**src/common/busPkg.sv**
```systemverilog
package busPkg;

    typedef logic [1:0] busDataT;   // counter on read, outcome in bit 0 on write.

    typedef logic masterIdT;

    localparam masterIdT masterLookup = 1'b0;
    localparam masterIdT masterTrainer = 1'b1;

    typedef enum logic [1:0] {
        idle,
        grantLookup,
        grantTrainer
    } arbStateT;

endpackage

```
**src/common/predictorPkg.sv**
```systemverilog
package predictorPkg;

    localparam int lookupAddrBits = 6;
    localparam int lineCount = 8;
    localparam int lineWidth = 8;

    // lineCount * lineWidth must equal 2**lookupAddrBits.
    localparam int lineSelBits = $clog2(lineCount);
    localparam int entrySelBits = $clog2(lineWidth);

    typedef logic [lookupAddrBits-1:0] branchAddrT;
    typedef logic [1:0] counterT;
    typedef logic [lineSelBits-1:0] lineSelT;
    typedef logic [entrySelBits-1:0] entrySelT;

    // one table line, entry 0 in the low bits.
    typedef counterT [lineWidth-1:0] lineT;

    localparam counterT counterStrongNotTaken = 2'b00;
    localparam counterT counterWeakTaken = 2'b10;
    localparam counterT counterStrongTaken = 2'b11;

endpackage
```
**src/common/wbBus.sv**
```systemverilog
`timescale 1ns/1ps

interface wbBus;
    import predictorPkg::*;
    import busPkg::*;

    logic cyc;
    logic stb;
    logic we;
    branchAddrT adr;
    busDataT datW;
    busDataT datR;
    logic ack;

    modport master (
        output cyc, stb, we, adr, datW,
        input  datR, ack
    );

    modport slave (
        input  cyc, stb, we, adr, datW,
        output datR, ack
    );

endinterface

```
**src/verilog/branchPredictUnit.sv**
```systemverilog
`timescale 1ns/1ps

module branchPredictUnit (
    input  logic clk,
    input  logic rstN,
    input  logic lookupValid,
    input  predictorPkg::branchAddrT lookupAddr,
    output logic lookupReady,
    output logic predValid,
    output logic predTaken,
    output predictorPkg::counterT predCounter,
    input  logic updateValid,
    input  predictorPkg::branchAddrT updateAddr,
    input  logic updateTaken,
    output logic updateReady
);

    wbBus lookupBus ();
    wbBus trainBus ();
    wbBus tableBus ();

    fetchLookup uFetchLookup (
        .clk(clk),
        .rstN(rstN),
        .lookupValid(lookupValid),
        .lookupAddr(lookupAddr),
        .lookupReady(lookupReady),
        .predValid(predValid),
        .predTaken(predTaken),
        .predCounter(predCounter),
        .bus(lookupBus.master)
    );

    branchTrainer uBranchTrainer (
        .clk(clk),
        .rstN(rstN),
        .updateValid(updateValid),
        .updateAddr(updateAddr),
        .updateTaken(updateTaken),
        .updateReady(updateReady),
        .bus(trainBus.master)
    );

    busArbiter uBusArbiter (
        .clk(clk),
        .rstN(rstN),
        .lookupBus(lookupBus.slave),
        .trainBus(trainBus.slave),
        .tableBus(tableBus.master)
    );

    immediatePredictor uImmediatePredictor (
        .clk(clk),
        .rstN(rstN),
        .bus(tableBus.slave)
    );

endmodule

```
**src/verilog/branchTrainer.sv**
```systemverilog
`timescale 1ns/1ps

module branchTrainer (
    input  logic clk,
    input  logic rstN,
    input  logic updateValid,
    input  predictorPkg::branchAddrT updateAddr,
    input  logic updateTaken,
    output logic updateReady,
    wbBus.master bus
);
    import predictorPkg::*;

    logic full;
    branchAddrT addrReg;
    logic takenReg;

    // buffer frees only once the write is acked.
    assign updateReady = !full;

    assign bus.cyc = full;
    assign bus.stb = full;
    assign bus.we = 1'b1;
    assign bus.adr = addrReg;
    assign bus.datW = {1'b0, takenReg};

    always_ff @(posedge clk or negedge rstN) begin
        if (!rstN) begin
            full <= 1'b0;
        end else begin
            if (full && bus.ack) begin
                full <= 1'b0;
            end else if (updateValid && updateReady) begin
                full <= 1'b1;
            end
        end
    end

    always_ff @(posedge clk) begin
        if (updateValid && updateReady) begin
            addrReg <= updateAddr;
            takenReg <= updateTaken;
        end
    end

endmodule

```
**src/verilog/fetchLookup.sv**
```systemverilog
`timescale 1ns/1ps

module fetchLookup (
    input  logic clk,
    input  logic rstN,
    input  logic lookupValid,
    input  predictorPkg::branchAddrT lookupAddr,
    output logic lookupReady,
    output logic predValid,
    output logic predTaken,
    output predictorPkg::counterT predCounter,
    wbBus.master bus
);
    import predictorPkg::*;

    logic busy;
    branchAddrT adrReg;

    assign lookupReady = !busy;

    // one read cycle per accepted lookup.
    assign bus.cyc = busy;
    assign bus.stb = busy;
    assign bus.we = 1'b0;
    assign bus.adr = adrReg;
    assign bus.datW = '0;

    always_ff @(posedge clk or negedge rstN) begin
        if (!rstN) begin
            busy <= 1'b0;
            predValid <= 1'b0;
        end else begin
            predValid <= busy && bus.ack;
            if (busy && bus.ack) begin
                busy <= 1'b0;
            end else if (lookupValid && lookupReady) begin
                busy <= 1'b1;
            end
        end
    end

    always_ff @(posedge clk) begin
        if (lookupValid && lookupReady) begin
            adrReg <= lookupAddr;
        end
        if (busy && bus.ack) begin
            predCounter <= bus.datR;
        end
    end

    assign predTaken = predCounter[1];   // upper bit set means taken.

endmodule

```
**src/verilog/busArbiter.sv**
```systemverilog
`timescale 1ns/1ps

module busArbiter (
    input logic clk,
    input logic rstN,
    wbBus.slave lookupBus,
    wbBus.slave trainBus,
    wbBus.master tableBus
);
    import busPkg::*;

    arbStateT state;
    masterIdT lastServed;

    always_ff @(posedge clk or negedge rstN) begin
        if (!rstN) begin
            state <= idle;
            lastServed <= masterTrainer;   // lookup wins the first tie.
        end else begin
            case (state)
                idle: begin
                    if (lookupBus.cyc && (!trainBus.cyc || lastServed == masterTrainer)) begin
                        state <= grantLookup;
                        lastServed <= masterLookup;
                    end else if (trainBus.cyc) begin
                        state <= grantTrainer;
                        lastServed <= masterTrainer;
                    end
                end
                grantLookup: begin
                    if (!lookupBus.cyc) begin
                        state <= idle;
                    end
                end
                grantTrainer: begin
                    if (!trainBus.cyc) begin
                        state <= idle;
                    end
                end
                default: state <= idle;
            endcase
        end
    end

    always_comb begin
        tableBus.cyc = 1'b0;
        tableBus.stb = 1'b0;
        tableBus.we = 1'b0;
        tableBus.adr = lookupBus.adr;
        tableBus.datW = lookupBus.datW;
        case (state)
            grantLookup: begin
                tableBus.cyc = lookupBus.cyc;
                tableBus.stb = lookupBus.stb;
                tableBus.we = lookupBus.we;
            end
            grantTrainer: begin
                tableBus.cyc = trainBus.cyc;
                tableBus.stb = trainBus.stb;
                tableBus.we = trainBus.we;
                tableBus.adr = trainBus.adr;
                tableBus.datW = trainBus.datW;
            end
            default: ;
        endcase
    end

    // only the owner sees the response.
    assign lookupBus.ack = (state == grantLookup) && tableBus.ack;
    assign trainBus.ack = (state == grantTrainer) && tableBus.ack;
    assign lookupBus.datR = (state == grantLookup) ? tableBus.datR : '0;
    assign trainBus.datR = (state == grantTrainer) ? tableBus.datR : '0;

endmodule

```
**src/predictorTable/immediatePredictor.sv**
```systemverilog
`timescale 1ns/1ps

module immediatePredictor (
    input logic clk,
    input logic rstN,
    wbBus.slave bus
);
    import predictorPkg::*;

    lineSelT lineSel;
    entrySelT entrySel;
    lineT lineRegs [lineCount];
    counterT curCounter;
    counterT nextCounter;
    logic access;
    logic writeHit;

    // upper bits pick the line, lower bits the entry.
    assign lineSel = bus.adr[lookupAddrBits-1 -: lineSelBits];
    assign entrySel = bus.adr[entrySelBits-1:0];

    assign curCounter = lineRegs[lineSel][entrySel];

    // new request, not the tail of one already acked.
    assign access = bus.cyc && bus.stb && !bus.ack;
    assign writeHit = access && bus.we;

    // saturating 2-bit update.
    always_comb begin
        nextCounter = curCounter;
        if (bus.datW[0]) begin
            if (curCounter != counterStrongTaken) begin
                nextCounter = curCounter + 2'd1;
            end
        end else begin
            if (curCounter != counterStrongNotTaken) begin
                nextCounter = curCounter - 2'd1;
            end
        end
    end

    for (genvar lineIdx = 0; lineIdx < lineCount; lineIdx++) begin : genLine
        always_ff @(posedge clk or negedge rstN) begin
            if (!rstN) begin
                lineRegs[lineIdx] <= {lineWidth{counterWeakTaken}};
            end else if (writeHit && lineSel == lineSelBits'(lineIdx)) begin
                lineRegs[lineIdx][entrySel] <= nextCounter;
            end
        end
    end

    always_ff @(posedge clk or negedge rstN) begin
        if (!rstN) begin
            bus.ack <= 1'b0;
        end else begin
            bus.ack <= access;   // single-cycle ack.
        end
    end

    // old value, captured at the same edge as any write.
    always_ff @(posedge clk) begin
        if (access) begin
            bus.datR <= curCounter;
        end
    end

endmodule

```
**config.mk**
```make
export PLATFORM = sky130hd
export DESIGN_NAME = branchPredictUnit
export DESIGN_NICKNAME = d
export VERILOG_FILES = /design/src/common/busPkg.sv /design/src/common/predictorPkg.sv /design/src/common/wbBus.sv /design/src/verilog/branchPredictUnit.sv /design/src/verilog/branchTrainer.sv /design/src/verilog/fetchLookup.sv /design/src/verilog/busArbiter.sv /design/src/predictorTable/immediatePredictor.sv
export SDC_FILE = /design/constraint.sdc
export NUM_CORES = 1
export LEC_CHECK = 0
export ABC_AREA = 1
export BUFFER_PORTS_ARGS = -buffer_cell sky130_fd_sc_hd__buf_2
export CAP_MARGIN = 20
export CORE_MARGIN = 2
export CORE_UTILIZATION = 57
export DETAILED_ROUTE_END_ITERATION = 7
export PLACE_DENSITY = 0.74
export REMOVE_ABC_BUFFERS = 1
export SLEW_MARGIN = 25
export SYNTH_ARGS = -nofsm -noshare
export SYNTH_HDL_FRONTEND = slang
export SYNTH_SLANG_ARGS = --single-unit
```
**constraint.sdc**
```tcl
create_clock -name clk -period 2.71 [get_ports clk]
set_clock_uncertainty 0.1 [all_clocks]
set_input_delay 0.542 -clock clk [delete_from_list [all_inputs] [get_ports clk]]
set_output_delay 0.542 -clock clk [all_outputs]
set_load 0.01 [all_outputs]
```
# ---- Word-level counts from Yosys, hierarchy flattened
# Index checks and enable logic that the tools add are counted.
dict set report word_totals {
  out_inout_bits 6
  regBits 152
  input_bits 17
}
dict set report classes {
  magnitude_cmp 3
  muxes 33
  addsub 2
  n_eq_ne 13
  bitwise 1
  reduce_logical 30
}
# op count
set ops {}
lappend ops {{$bwmux W16} 8}
lappend ops {{$bmux W16 S3} 1}
lappend ops {{$mux W16} 2}
lappend ops {{$logic_and A1 B1 Y1} 18}
lappend ops {{$mux W2} 9}
lappend ops {{$eq A3 B3 Y1 const B} 4}
lappend ops {{$mux W1} 8}
lappend ops {{$reduce_bool A2 Y1} 4}
lappend ops {{$bmux W2 S3} 1}
lappend ops {{$demux W2 S3} 1}
lappend ops {{$eq A3 B2 Y1 const B} 2}
lappend ops {{$mux W6} 1}
lappend ops {{$ne A2 B2 Y1 const B} 3}
lappend ops {{$pmux W2 S3} 1}
lappend ops {{$ge A4 B4 Y1 const B} 1}
lappend ops {{$lt A3 B4 Y1 const B} 1}
lappend ops {{$not A3 Y4} 1}
lappend ops {{$eq A3 B1 Y1 const B} 1}
lappend ops {{$ge A3 B1 Y1 const B} 1}
lappend ops {{$logic_not A1 Y1} 3}
lappend ops {{$logic_not A3 Y1} 1}
lappend ops {{$ne A3 B2 Y1 const B} 1}
lappend ops {{$reduce_and A3 Y1} 1}
lappend ops {{$add A2 B1 Y2 const B} 1}
lappend ops {{other kinds (7)} 7}

# ---- Longest topological paths before layout
# Gate-level depths: netlist (run 1).
dict set report logic_depth {
  word_depth 12
  mapped_depth 20
  depth_no_buf 17
}

# ---- Cells and area by module
# Synthesis (run 1) repeated with hierarchy kept, for this count alone.
dict set report hier_totals {
  cells_unflattened 1128
  hier_area_um2 8189.1
}
# mod cells_each seq_area_each_um2 area_per_inst_um2 n_inst
set by_module_without_submodules {}
lappend by_module_without_submodules {immediatePredictor 1024 3368.2 7089.3 1}
lappend by_module_without_submodules {busArbiter 60 76.3 432.9 1}
lappend by_module_without_submodules {fetchLookup 24 290.3 366.6 1}
lappend by_module_without_submodules {branchTrainer 20 235.2 300.3 1}

# ---- Least setup slack after synthesis (run 1)
# No wires, ideal clock.
dict set report synth_path {
  path_kind {reg2reg}
  from {register uBusArbiter.state[0]}
  to {register uImmediatePredictor.lineRegs[16] (netlist name)}
  synth_period_minus_slack_ns 2.384
  path_stages_with_launch 18
  setup_ns 0.117
  slack_ns 0.326
  t_arrival_ns 2.167
  required_ns 2.493
  path_cell_list {dfrtp_1 inv_1 ha_1 buf_6 nand2_1 o21a_1 or2_1 nor2_1 nand3_1 nand2_1 inv_1 nand3_1 nand2_1 nand2_1 nand2_4 buf_6 nand2_1 nand2_1}
}
dict set report synth_via {
  elab_chain_len 12
}
# item line_no
set synth_rtl {}
lappend synth_rtl {{start, declared} busArbiter.sv:12} ;# arbStateT state;
lappend synth_rtl {{start signal, assigned} busArbiter.sv:17} ;# state <= idle;
lappend synth_rtl {{start signal, assigned} busArbiter.sv:23} ;# state <= grantLookup;
lappend synth_rtl {{start signal, assigned} busArbiter.sv:26} ;# state <= grantTrainer;
lappend synth_rtl {{$eq A2 B2 Y1} busArbiter.sv:51} ;# case (state)
lappend synth_rtl {{$mux W6} busArbiter.sv:51}
lappend synth_rtl {{$not A3 Y4 (not written as such)} immediatePredictor.sv:22} ;# assign curCounter = lineRegs[lineSel][entrySel];
lappend synth_rtl {{$bmux W16 S3} immediatePredictor.sv:22}
lappend synth_rtl {{$mux W16 (not written as such) (2 in series)} immediatePredictor.sv:22}
lappend synth_rtl {{$bmux W2 S3} immediatePredictor.sv:22}
lappend synth_rtl {{$mux W2 (not written as such)} immediatePredictor.sv:22}
lappend synth_rtl {{$sub A2 B1 Y2, or another cell as far along} immediatePredictor.sv:37} ;# nextCounter = curCounter - 2'd1;
lappend synth_rtl {{$mux W2 (on tied branches)} {immediatePredictor.sv:36, immediatePredictor.sv:32}}
lappend synth_rtl {{$mux W2} immediatePredictor.sv:31} ;# if (bus.datW[0]) begin
lappend synth_rtl {{$bwmux W16} immediatePredictor.sv:47} ;# lineRegs[lineIdx][entrySel] <= nextCounter;
lappend synth_rtl {{end signal, assigned by index} immediatePredictor.sv:45} ;# lineRegs[lineIdx] <= {lineWidth{counterWeakTaken}};
lappend synth_rtl {{end signal, assigned by index} immediatePredictor.sv:47}
lappend synth_rtl {{end, declared} immediatePredictor.sv:12} ;# lineT lineRegs [lineCount];
# Several ways; a longest one is shown, not always the timed one. The select of a mux whose other input is x is not followed.
# A chain may end at the register's enable or synchronous reset.

# ---- Final worst setup path (run 1)
dict set report layout_path {
  from {register uBusArbiter.state[1]}
  to {register uImmediatePredictor.lineRegs[15] (netlist name)}
}
# Same word-level chain as after synthesis.

==> results of run 1 <==
[repair_timing]
action / 4_1_cts / 5_1_grt
pin swaps: 0 / 16
setup endpoints to repair: 128 / 128
hold buffers: 0 / 0
buffers inserted: 0 / 7
gates cloned: 0 / 20
resized for setup: 6 / 89
[critical path: stages (launching register included)]
cell and delay (ns):
dfrtp_1 0.42, ha_4 0.23, clkbuf_16 0.17, o21ai_2 0.17
buf_4 0.32, nand3_1 0.16, nand3_1 0.13, nand2_2 0.07
nor2_2 0.16, nand3_4 0.12, nand2_4 0.13, nand2_8 0.08
nand2_8 0.15, clkbuf_16 0.18, nand2_1 0.07, nand2_1 0.07
[per-layer routing]
metal	wire length (um)	GRT usage [%]	vias up
li1	-	-	3594
met1	9630	38.9	3713
met2	12300	49.9	496
met3	2700	6.00	123
met4	1210	12.2	0
met5	0	0	-
[through the flow]
step / setup TNS, ns / hold slack [ns] / setup WS [ns]
after floorplan: -83.79 / 0.146 / -0.652
after CTS: -0.0420 / 0.0355 / -0.0189
after global routing: -12.47 / 0.0544 / -0.149
after detailed placement: -26.39 / 0.355 / -0.244
final: -5.65 / -0.00635 / -0.105
after global placement: -20.06 / 0.353 / -0.189
[Yosys cell counts]
library cell / instances / area share, %
or2_1: 1 / 0.077
edfxtp_1: 17 / 6.3
nor3_1: 7 / 0.43
buf_1: 1 / 0.046
clkbuf_1: 3 / 0.14
inv_2: 5 / 0.23
nand2_4: 3 / 0.41
dfstp_2: 65 / 21
buf_6: 11 / 1.5
a31oi_1: 1 / 0.077
o211ai_1: 1 / 0.092
inv_1: 184 / 8.5
ha_1: 3 / 0.46
nor2_1: 82 / 3.8
o21ai_4: 1 / 0.20
o21a_1: 1 / 0.092
o21ai_0: 2 / 0.12
nand3b_1: 2 / 0.18
o21ai_2: 2 / 0.21
buf_4: 9 / 0.83
a21oi_1: 2 / 0.12
nand3_1: 126 / 7.7
dfrtp_1: 70 / 21
o22ai_1: 2 / 0.15
buf_2: 14 / 0.86
nand2_2: 3 / 0.23
nand2_1: 531 / 24
or2_0: 2 / 0.15
o32ai_1: 1 / 0.11
nor2_2: 1 / 0.077
and2_1: 1 / 0.077
[cell usage in the layout, fill, tap and decap left out, types with 2 or more instances in the layout]
master	count
or2_0	2
buf_8	3
buf_6	8
inv_4	3
nor2_2	10
nor2_1	69
nand2_1	516
edfxtp_1	17
clkbuf_1	2
o22ai_1	2
dfrtp_1	70
nor3_1	6
clkinv_2	3
inv_2	10
nand3_1	111
ha_1	2
nand3_2	14
buf_2	21
clkbuf_8	6
nor2_4	4
nand2_2	11
nand3b_1	2
o21ai_0	2
o21ai_2	2
nand2_4	5
nand2_8	7
a21oi_1	2
inv_1	177
dfstp_2	65
buf_12	17
clkbuf_16	33
buf_4	22
bufinv_16	3
[state kept, by name (all words and copies together) (netlist names)]
register                      flops
uBusArbiter.state                 2
uImmediatePredictor.bus.datR      2
uBranchTrainer.bus.cyc            1
uBranchTrainer.takenReg           1
uBranchTrainer.bus.adr            6
uFetchLookup.bus.cyc              1
uFetchLookup.predValid            1
uBusArbiter.lastServed            1
uFetchLookup.bus.adr              6
uImmediatePredictor.bus.ack       1
uFetchLookup.predCounter          2
uImmediatePredictor.lineRegs    128
[power by group]
part,internal (W),switching [W]
clock network,0.00159,0.000938
logic,0.00233,0.00313
registers,0.00254,0.000104
[worst min path at each step]
stage	start	to
final	rstN	uImmediatePredictor.lineRegs[88]
after global routing	rstN	uImmediatePredictor.lineRegs[88]
after CTS	rstN	uImmediatePredictor.lineRegs[88]
after detailed placement	uImmediatePredictor.lineRegs[87]	uImmediatePredictor.lineRegs[87]
after global placement	uImmediatePredictor.lineRegs[13]	uImmediatePredictor.lineRegs[13]
after floorplan	rstN	uBranchTrainer.bus.cyc
[cell families after synthesis]
logic type | Yosys count
adders and majority gates | 3
AOI/OAI and AO/OA | 13
and+or+nand+nor | 759
buffers and inverters | 227
DFF | 152
[layout make-up]
| type | instances | area [um2] |
|---|---|---|
| sequential | 152 | 3970 |
| fill | 963 | 3730 |
| multi-input combinational | 777 | 3520 |
| timing repair buffer | 87 | 1150 |
| inverter | 189 | 714 |
| clock buffer | 25 | 515 |
| tap | 180 | 225 |
| clock inverter | 7 | 111 |
==> results.sh, run 1 <==
export IMPL_fin_hold_ws_ns=-0.00635
export IMPL_cp_end_kind="flop"
export IMPL_dieArea_mm2=0.0153
export IMPL_synth_top_family_by_area="simple AND/OR/NAND/NOR gates"
export IMPL_fin_util_pct=73.2
export IMPL_maxCapViolations=0
export IMPL_max_freq_ghz=0.355
export IMPL_layout_nets=1244
export IMPL_synth_warnings=0
export IMPL_crit_fanout=17
export IMPL_violations="negative hold slack, negative setup slack"
export IMPL_cts_buffers=17
export IMPL_outcome="finished, violations left"
export IMPL_drc=0
export IMPL_worst_pin_slew_ns=0.654
export IMPL_power_leakage_nw=4.86
export IMPL_place_hpwl_mm=13.9
export IMPL_drtAntennaViolNets=0
export IMPL_finalWorstSetupSlack_ns=-0.105
export IMPL_worst_ep_required_time_ns=2.99
export IMPL_die_h_um=124
export IMPL_synth_fa_ha_area_share_pct=0.460
export IMPL_grt_remaining_overflow=0
export IMPL_vias_per_cell=5.59
export IMPL_synthXorXnorAreaFrac_pct=0
export IMPL_cts_tree="yes"
export IMPL_endpoint="uImmediatePredictor.lineRegs[15]"
export IMPL_reg2reg_depth=15
export IMPL_mappedNetlistArea_mm2=0.00816
export IMPL_areaGrowthSynthToFinish_pct=25.1
export IMPL_grt_pass1_vias=7102
export IMPL_finalHoldViolations=4
export IMPL_r2r_start="uBusArbiter.state[1]"
export IMPL_synth_mux_area_share_pct=0
export IMPL_ys_seq_area_share_pct=48.7
export IMPL_grt_max_degree=67
export IMPL_routed_wl_mm=25.8
export IMPL_dp_cells=1358
export IMPL_grt_pass1_wl_mm=34.9
export IMPL_wl_per_cell_um=18.2
export IMPL_clk_pin_slew_ns=0.06
export IMPL_cts_max_level=4
export IMPL_drt_iter0_drc=1054
export IMPL_stdcell_count=1417
export IMPL_dpl_cell_area_mm2=0.00870
export IMPL_die_w_um=124
export IMPL_timing_final_crit_period_ns=2.81
export IMPL_slew_headroom_pct=56.4
export IMPL_finalInstanceArea_mm2=0.0102
export IMPL_post_route_period_util_pct=104
export IMPL_synth_compound_area_share_pct=1.18
export IMPL_hold_class="in -> async"
export IMPL_grt_total_usage_pct=30.1
export IMPL_r2r_slack_ns=-0.10
export IMPL_coreArea_mm2=0.0139
export IMPL_initial_core_util_pct=58.5
export IMPL_p_total_w=0.0106
export IMPL_synthSimpleGateAreaFrac_pct=37.6
export IMPL_io_pins=23
export IMPL_synth_seq_cells=152
export IMPL_gp_congestion=0.885
export IMPL_diodes=0
export IMPL_setup_viol=120
export IMPL_port_buffers=22
export IMPL_worstSkewPairLatency_ns=0.43
export IMPL_vias=7926
export IMPL_post_synth_cell_area_avg_um2=7.07
export IMPL_clockBufferDepth=2
export IMPL_cp_arrival_ns=3.09
export IMPL_slew_violations=0
export IMPL_critPathKind="reg -> reg"
export IMPL_antenna_found_initial=0
export IMPL_timing_rr_end="uImmediatePredictor.lineRegs[15]"
export IMPL_rows=43
export IMPL_ir_drop_mv=0.682
export IMPL_synthCells=1154
export IMPL_power_density_mw_per_mm2=1040
export IMPL_rsz0062_at_grt="yes"
export IMPL_synth_distinct_cells=31
export IMPL_dr_pass1_iters=6
export IMPL_cts_sinks=152
export IMPL_start_kind="flop"
export IMPL_drive_above_1_share_pct=20.5
export IMPL_root_buffer="clkbuf_16"
export IMPL_startpoint="uBusArbiter.state[1]"
No activity file was read; power rests on OpenSTA's default activity.
==> inputs of run 2 (changes only) <==
Settings changed: GPL_ROUTABILITY_DRIVEN set to 0, SYNTH_HIERARCHICAL set to 1.
==> results.sh, run 2 <==
export IMPL_finalInstanceArea_mm2=0.0104
export IMPL_finalHoldViolations=0
export IMPL_diodes=0
export IMPL_outcome="finished, violations left"
export IMPL_rsz0062_at_grt="yes"
export IMPL_cts_tree="yes"
export IMPL_r2r_start="uBusArbiter/state[0]"
export IMPL_drive_above_1_share_pct=30.4
export IMPL_io_pins=23
export IMPL_synth_warnings=6
export IMPL_mappedNetlistArea_mm2=0.00814
export IMPL_crit_fanout=14
export IMPL_grt_pass1_wl_mm=35.6
export IMPL_wl_per_cell_um=19.0
export IMPL_drt_iter0_drc=984
export IMPL_layout_cells_most_common="nand2_1"
export IMPL_max_freq_ghz=0.333
export IMPL_dieArea_mm2=0.0153
export IMPL_power_leakage_nw=5.08
export IMPL_synthCells=1120
export IMPL_clockBufferDepth=2
export IMPL_top_register="uImmediatePredictor/lineRegs"
export IMPL_power_density_mw_per_mm2=886
export IMPL_dp_cells=1336
export IMPL_vias=8009
export IMPL_hold_class="in -> reg"
export IMPL_dpl_cell_area_mm2=0.00872
export IMPL_areaGrowthSynthToFinish_pct=28.1
export IMPL_slew_violations=0
export IMPL_drtAntennaViolNets=0
export IMPL_routed_wl_mm=26.5
export IMPL_vias_per_cell=5.73
export IMPL_maxCapViolations=0
export IMPL_drc=0
export IMPL_path_cells="inv_2 > ha_4 > mux2_4 > inv_6 > buf_12 > nand2_1 > nand2_1 > nand2_1 > nand3_1 > nand3_1 > nand2_1 > nand2_2 > nand2_2 > nor2_4 > nand2_2 > nand2_4 > nand2_8 > clkbuf_16 > nand2_2 > nand2_1"
export IMPL_die_h_um=124
export IMPL_start_kind="flop"
export IMPL_layout_nets=1225
export IMPL_port_buffers=22
export IMPL_critPathKind="reg -> reg"
export IMPL_grt_pass1_vias=7106
export IMPL_finalWorstSetupSlack_ns=-0.292
export IMPL_cts_max_level=4
export IMPL_root_buffer="clkbuf_16"
export IMPL_final_cell_mix="nand2_1, inv_1, nand3_1, nor2_1, dfrtp_1"
export IMPL_crit_family="simple AND/OR/NAND/NOR gates"
export IMPL_post_route_period_util_pct=111
export IMPL_dr_pass1_iters=7
export IMPL_setup_viol=128
export IMPL_clk_pin_slew_ns=0.07
export IMPL_stdcell_count=1397
export IMPL_rows=43
export IMPL_grt_total_usage_pct=31.1
export IMPL_ir_drop_mv=0.578
export IMPL_grt_max_degree=55
export IMPL_worst_pin_slew_ns=0.552
export IMPL_timing_final_crit_period_ns=3.00
export IMPL_antenna_found_initial=0
export IMPL_worstSkewPairLatency_ns=0.44
export IMPL_cts_buffers=17
export IMPL_path_buf_inv=4
export IMPL_coreArea_mm2=0.0139
export IMPL_grt_remaining_overflow=0
export IMPL_cpMostUsedCell="nand2_1"
export IMPL_worst_ep_required_time_ns=2.98
export IMPL_cp_slowest_stage_delay_ns=0.41
export IMPL_cts_sinks=152
export IMPL_place_hpwl_mm=14.6
export IMPL_violations="negative setup slack"
export IMPL_slew_headroom_pct=63.1
export IMPL_initial_core_util_pct=58.4
export IMPL_startpoint="uBusArbiter/state[0]"
export IMPL_post_synth_cell_area_avg_um2=7.27
export IMPL_cp_end_kind="flop"
export IMPL_p_total_w=0.00924
export IMPL_cp_arrival_ns=3.27
export IMPL_min_from="updateTaken"
export IMPL_die_w_um=124
export IMPL_cp_slowest_cell="mux2_4"
export IMPL_largest_register_ffs=128
export IMPL_r2r_slack_ns=-0.29
[run 2: cell type report]
class / count / area, um2
clock buffer: 17 / 425
clock inverter: 15 / 140
fill: 985 / 3500
inverter: 125 / 490
multi-input combinational: 803 / 3930
sequential: 152 / 3970
tap: 180 / 225
timing repair buffer: 105 / 1250
[run 2: worst reg2reg max path, delay by kind of cell, from the launching register on]
family                     cells  cell delay [ns]
DFF                            1             0.40
muxes                          1             0.41
adders and majority gates      1             0.19
buffers and inverters          4             0.55
and+or+nand+nor               14             1.30
[run 2: worst paths after layout]
kind	cells after the start	endpoint
worst max-delay path	20	uImmediatePredictor/lineRegs[51]
worst min-delay path	1	uBranchTrainer/takenReg
worst max register to register	20	uImmediatePredictor/lineRegs[51]
worst min register to register	2	uImmediatePredictor/lineRegs[117]
max in group asynchronous	3	uImmediatePredictor/lineRegs[105]
min in group asynchronous	2	uImmediatePredictor/lineRegs[20]
[run 2: power breakdown]
part / leakage [nW] / switching, W / internal, W
Combinational: 3.02 / 0.00263 / 0.00185
Sequential: 1.79 / 0.0000647 / 0.00241
Clock: 0.273 / 0.00101 / 0.00128
Total: 5.08 / 0.00371 / 0.00553
[run 2: routing by layer]
layer / vias to the layer above / part of all wire (%) / global-route usage, %
li1: 3599 / - / -
met1: 3746 / 37 / 41.3
met2: 523 / 46 / 47.9
met3: 141 / 12 / 8.76
met4: 0 / 5.6 / 13.2
met5: - / 0 / 0
[run 2: per-stage QoR]
stage	hold slack (ns)	utilization, %	setup slack [ns]	setup TNS (ns)
3_3_place_gp	0.353	62.6	-0.0800	-7.61
3_5_place_dp	0.355	62.6	-0.126	-11.80
2_1_floorplan	0.146	-	-0.660	-67.23
6_report	0.177	74.9	-0.292	-28.43
5_1_grt	0.171	74.9	-0.358	-37.87
4_1_cts	0.167	67.4	-0.0732	-2.61
[run 2: what timing repair did]
item                       4_1_cts  5_1_grt
hold endpoints to repair        25        0
pin swaps                        3       37
cloned                           1       19
resized for setup               18      185
hold buffers                     1        0
setup buffers                    2        7
setup endpoints to repair      128      128
==> inputs of run 3 (changes only) <==
Settings changed: SETUP_SLACK_MARGIN set to 0.5.
==> results.sh, run 3 (synthesized netlist as in run 2, its figures left out) <==
export IMPL_die_h_um=124
export IMPL_routed_wl_mm=29.0
export IMPL_dieArea_mm2=0.0153
export IMPL_grt_pass1_wl_mm=36.0
export IMPL_worst_ep_required_time_ns=2.98
export IMPL_violations="negative setup slack"
export IMPL_maxCapViolations=0
export IMPL_dr_pass1_iters=8
export IMPL_timing_final_crit_period_ns=3.07
export IMPL_dpl_worst_slack_ns=-0.126
export IMPL_r2r_start="uBusArbiter/state[0]"
export IMPL_worst_pin_slew_ns=0.509
export IMPL_coreArea_mm2=0.0139
export IMPL_layout_nets=1239
export IMPL_drc=0
export IMPL_stdcell_count=1411
export IMPL_areaGrowthSynthToFinish_pct=35.9
export IMPL_cp_arrival_ns=3.34
export IMPL_place_hpwl_mm=14.6
export IMPL_power_leakage_nw=5.35
export IMPL_dp_cells=1336
export IMPL_clk_pin_slew_ns=0.07
export IMPL_cts_max_level=4
export IMPL_fin_hold_ws_ns=0.177
export IMPL_r2r_slack_ns=-0.36
export IMPL_max_freq_ghz=0.325
export IMPL_vias=8323
export IMPL_top_register="uImmediatePredictor/lineRegs"
export IMPL_post_route_period_util_pct=113
export IMPL_drtAntennaViolNets=0
export IMPL_port_buffers=22
export IMPL_clockBufferDepth=2
export IMPL_finalHoldViolations=0
export IMPL_rows=43
export IMPL_largest_register_ffs=128
export IMPL_setup_tns_ns=-31.63
export IMPL_initial_core_util_pct=58.4
export IMPL_grt_max_degree=55
export IMPL_setup_viol=130
export IMPL_final_cell_mix="nand2_1, inv_1, nand2_2, dfrtp_1, dfstp_2"
export IMPL_cts_sinks=152
export IMPL_fill_cells=827
export IMPL_min_path_cells=1
export IMPL_cp_end_kind="flop"
export IMPL_cts_tree="yes"
export IMPL_vias_per_cell=5.90
export IMPL_critPathKind="reg -> reg"
export IMPL_cts_buffers=17
export IMPL_grt_pass1_vias=7174
export IMPL_p_total_w=0.0100
export IMPL_wl_per_cell_um=20.5
export IMPL_antenna_found_initial=0
export IMPL_layout_cells_most_common="nand2_1"
export IMPL_timing_rr_end="uImmediatePredictor/lineRegs[92]"
export IMPL_drive_above_1_share_pct=37.0
export IMPL_slew_violations=0
export IMPL_slew_headroom_pct=66.0
export IMPL_rsz0062_at_grt="yes"
export IMPL_finalWorstSetupSlack_ns=-0.364
export IMPL_drt_iter0_drc=1210
export IMPL_crit_fanout=9
export IMPL_worstSkewPairLatency_ns=0.44
export IMPL_io_pins=23
export IMPL_grt_total_usage_pct=31.5
export IMPL_min_from="updateAddr[2]"
export IMPL_whs_endpoint="uBranchTrainer/bus.adr[2]"
export IMPL_power_density_mw_per_mm2=905
export IMPL_reg2reg_depth=18
export IMPL_hold_class="in -> reg"
export IMPL_diodes=0
export IMPL_ir_drop_mv=0.632
export IMPL_die_w_um=124
export IMPL_outcome="finished, violations left"
export IMPL_grt_remaining_overflow=0
export IMPL_start_kind="flop"
export IMPL_root_buffer="clkbuf_16"
[run 3: cell count changes in the layout (fill, tap and decap cells not counted), moves of 5 or more]
cell	previous run	this run
nand3_1	90	63
clkbuf_16	28	33
nand3_2	17	42
nand2_4	14	26
nand2_1	447	410
nand2_2	68	91
nor2_4	6	12
nor2_1	72	63
[run 3: worst max path at each step]
stage | cells past startpoint | end | slack [ns] | startpoint
after CTS | 18 | uImmediatePredictor/lineRegs[96] | -0.05 | uBusArbiter/state[0]
after floorplan | 14 | uImmediatePredictor/lineRegs[12] | -0.66 | uBusArbiter/state[0]
final | 18 | uImmediatePredictor/lineRegs[92] | -0.36 | uBusArbiter/state[0]
after global routing | 18 | uImmediatePredictor/lineRegs[72] | -0.43 | uBusArbiter/state[0]
after global placement | 20 | uImmediatePredictor/lineRegs[57] | -0.08 | uBusArbiter/state[0]
after detailed placement | 20 | uImmediatePredictor/lineRegs[81] | -0.13 | uBusArbiter/state[0]
[run 3: stage by stage]
step                      cell area, um2  utilization [%]
after global placement              8720             62.6
after CTS                           9450             67.8
after global routing               11100             79.4
after detailed placement            8720             62.6
final                              11100             79.4
after floorplan                     7820                -
[run 3: metal layers]
layer  wire length (um)  GRT usage, %  part of all wire, %
met3               3500          8.26                   12
met5                  0             0                    0
met4               2080          13.8                  7.2
met1              10500          42.3                   36
met2              12900          48.2                   45
[run 3: worst max-delay path, stage by stage (launching register included)]
cell	delay (ns)
dfrtp_1	0.40
inv_2	0.08
ha_4	0.19
mux2_4	0.41
buf_6	0.17
nand2_8	0.09
buf_12	0.12
nor2_1	0.05
a21oi_1	0.13
nand3_1	0.13
nand3_2	0.10
nand2_1	0.08
nand2_2	0.10
nand4_1	0.14
buf_6	0.17
nand2_8	0.14
clkbuf_16	0.19
nand3_1	0.10
nand2_1	0.09
[run 3: report_power, final]
group / switching, W / internal (W) / total, W / leakage [nW]
Sequential: 0.0000662 / 0.00241 / 0.00247 / 1.79
Clock: 0.00103 / 0.00128 / 0.00231 / 0.273
Combinational: 0.00304 / 0.00220 / 0.00523 / 3.29
[run 3: repair_timing]
| item | in CTS | in global routing |
|---|---|---|
| pin swaps | 3 | 72 |
| resized for setup | 25 | 280 |
| gates cloned | 2 | 25 |
| hold endpoints to repair | 25 | 0 |
| hold buffers | 1 | 0 |
| setup endpoints to repair | 130 | 130 |
| buffers inserted | 2 | 13 |
[run 3: cell type report]
| class | count | area (um2) | area share [%] |
|---|---|---|---|
| Inverter | 125 | 497 | 4.49 |
| Clock buffer | 17 | 425 | 3.85 |
| Tap cell | 180 | 225 | 2.04 |
| Multi-Input combinational cell | 804 | 4330 | 39.1 |
| Sequential cell | 152 | 3970 | 35.9 |
| Clock inverter | 15 | 140 | 1.27 |
| Timing Repair Buffer | 118 | 1480 | 13.3 |
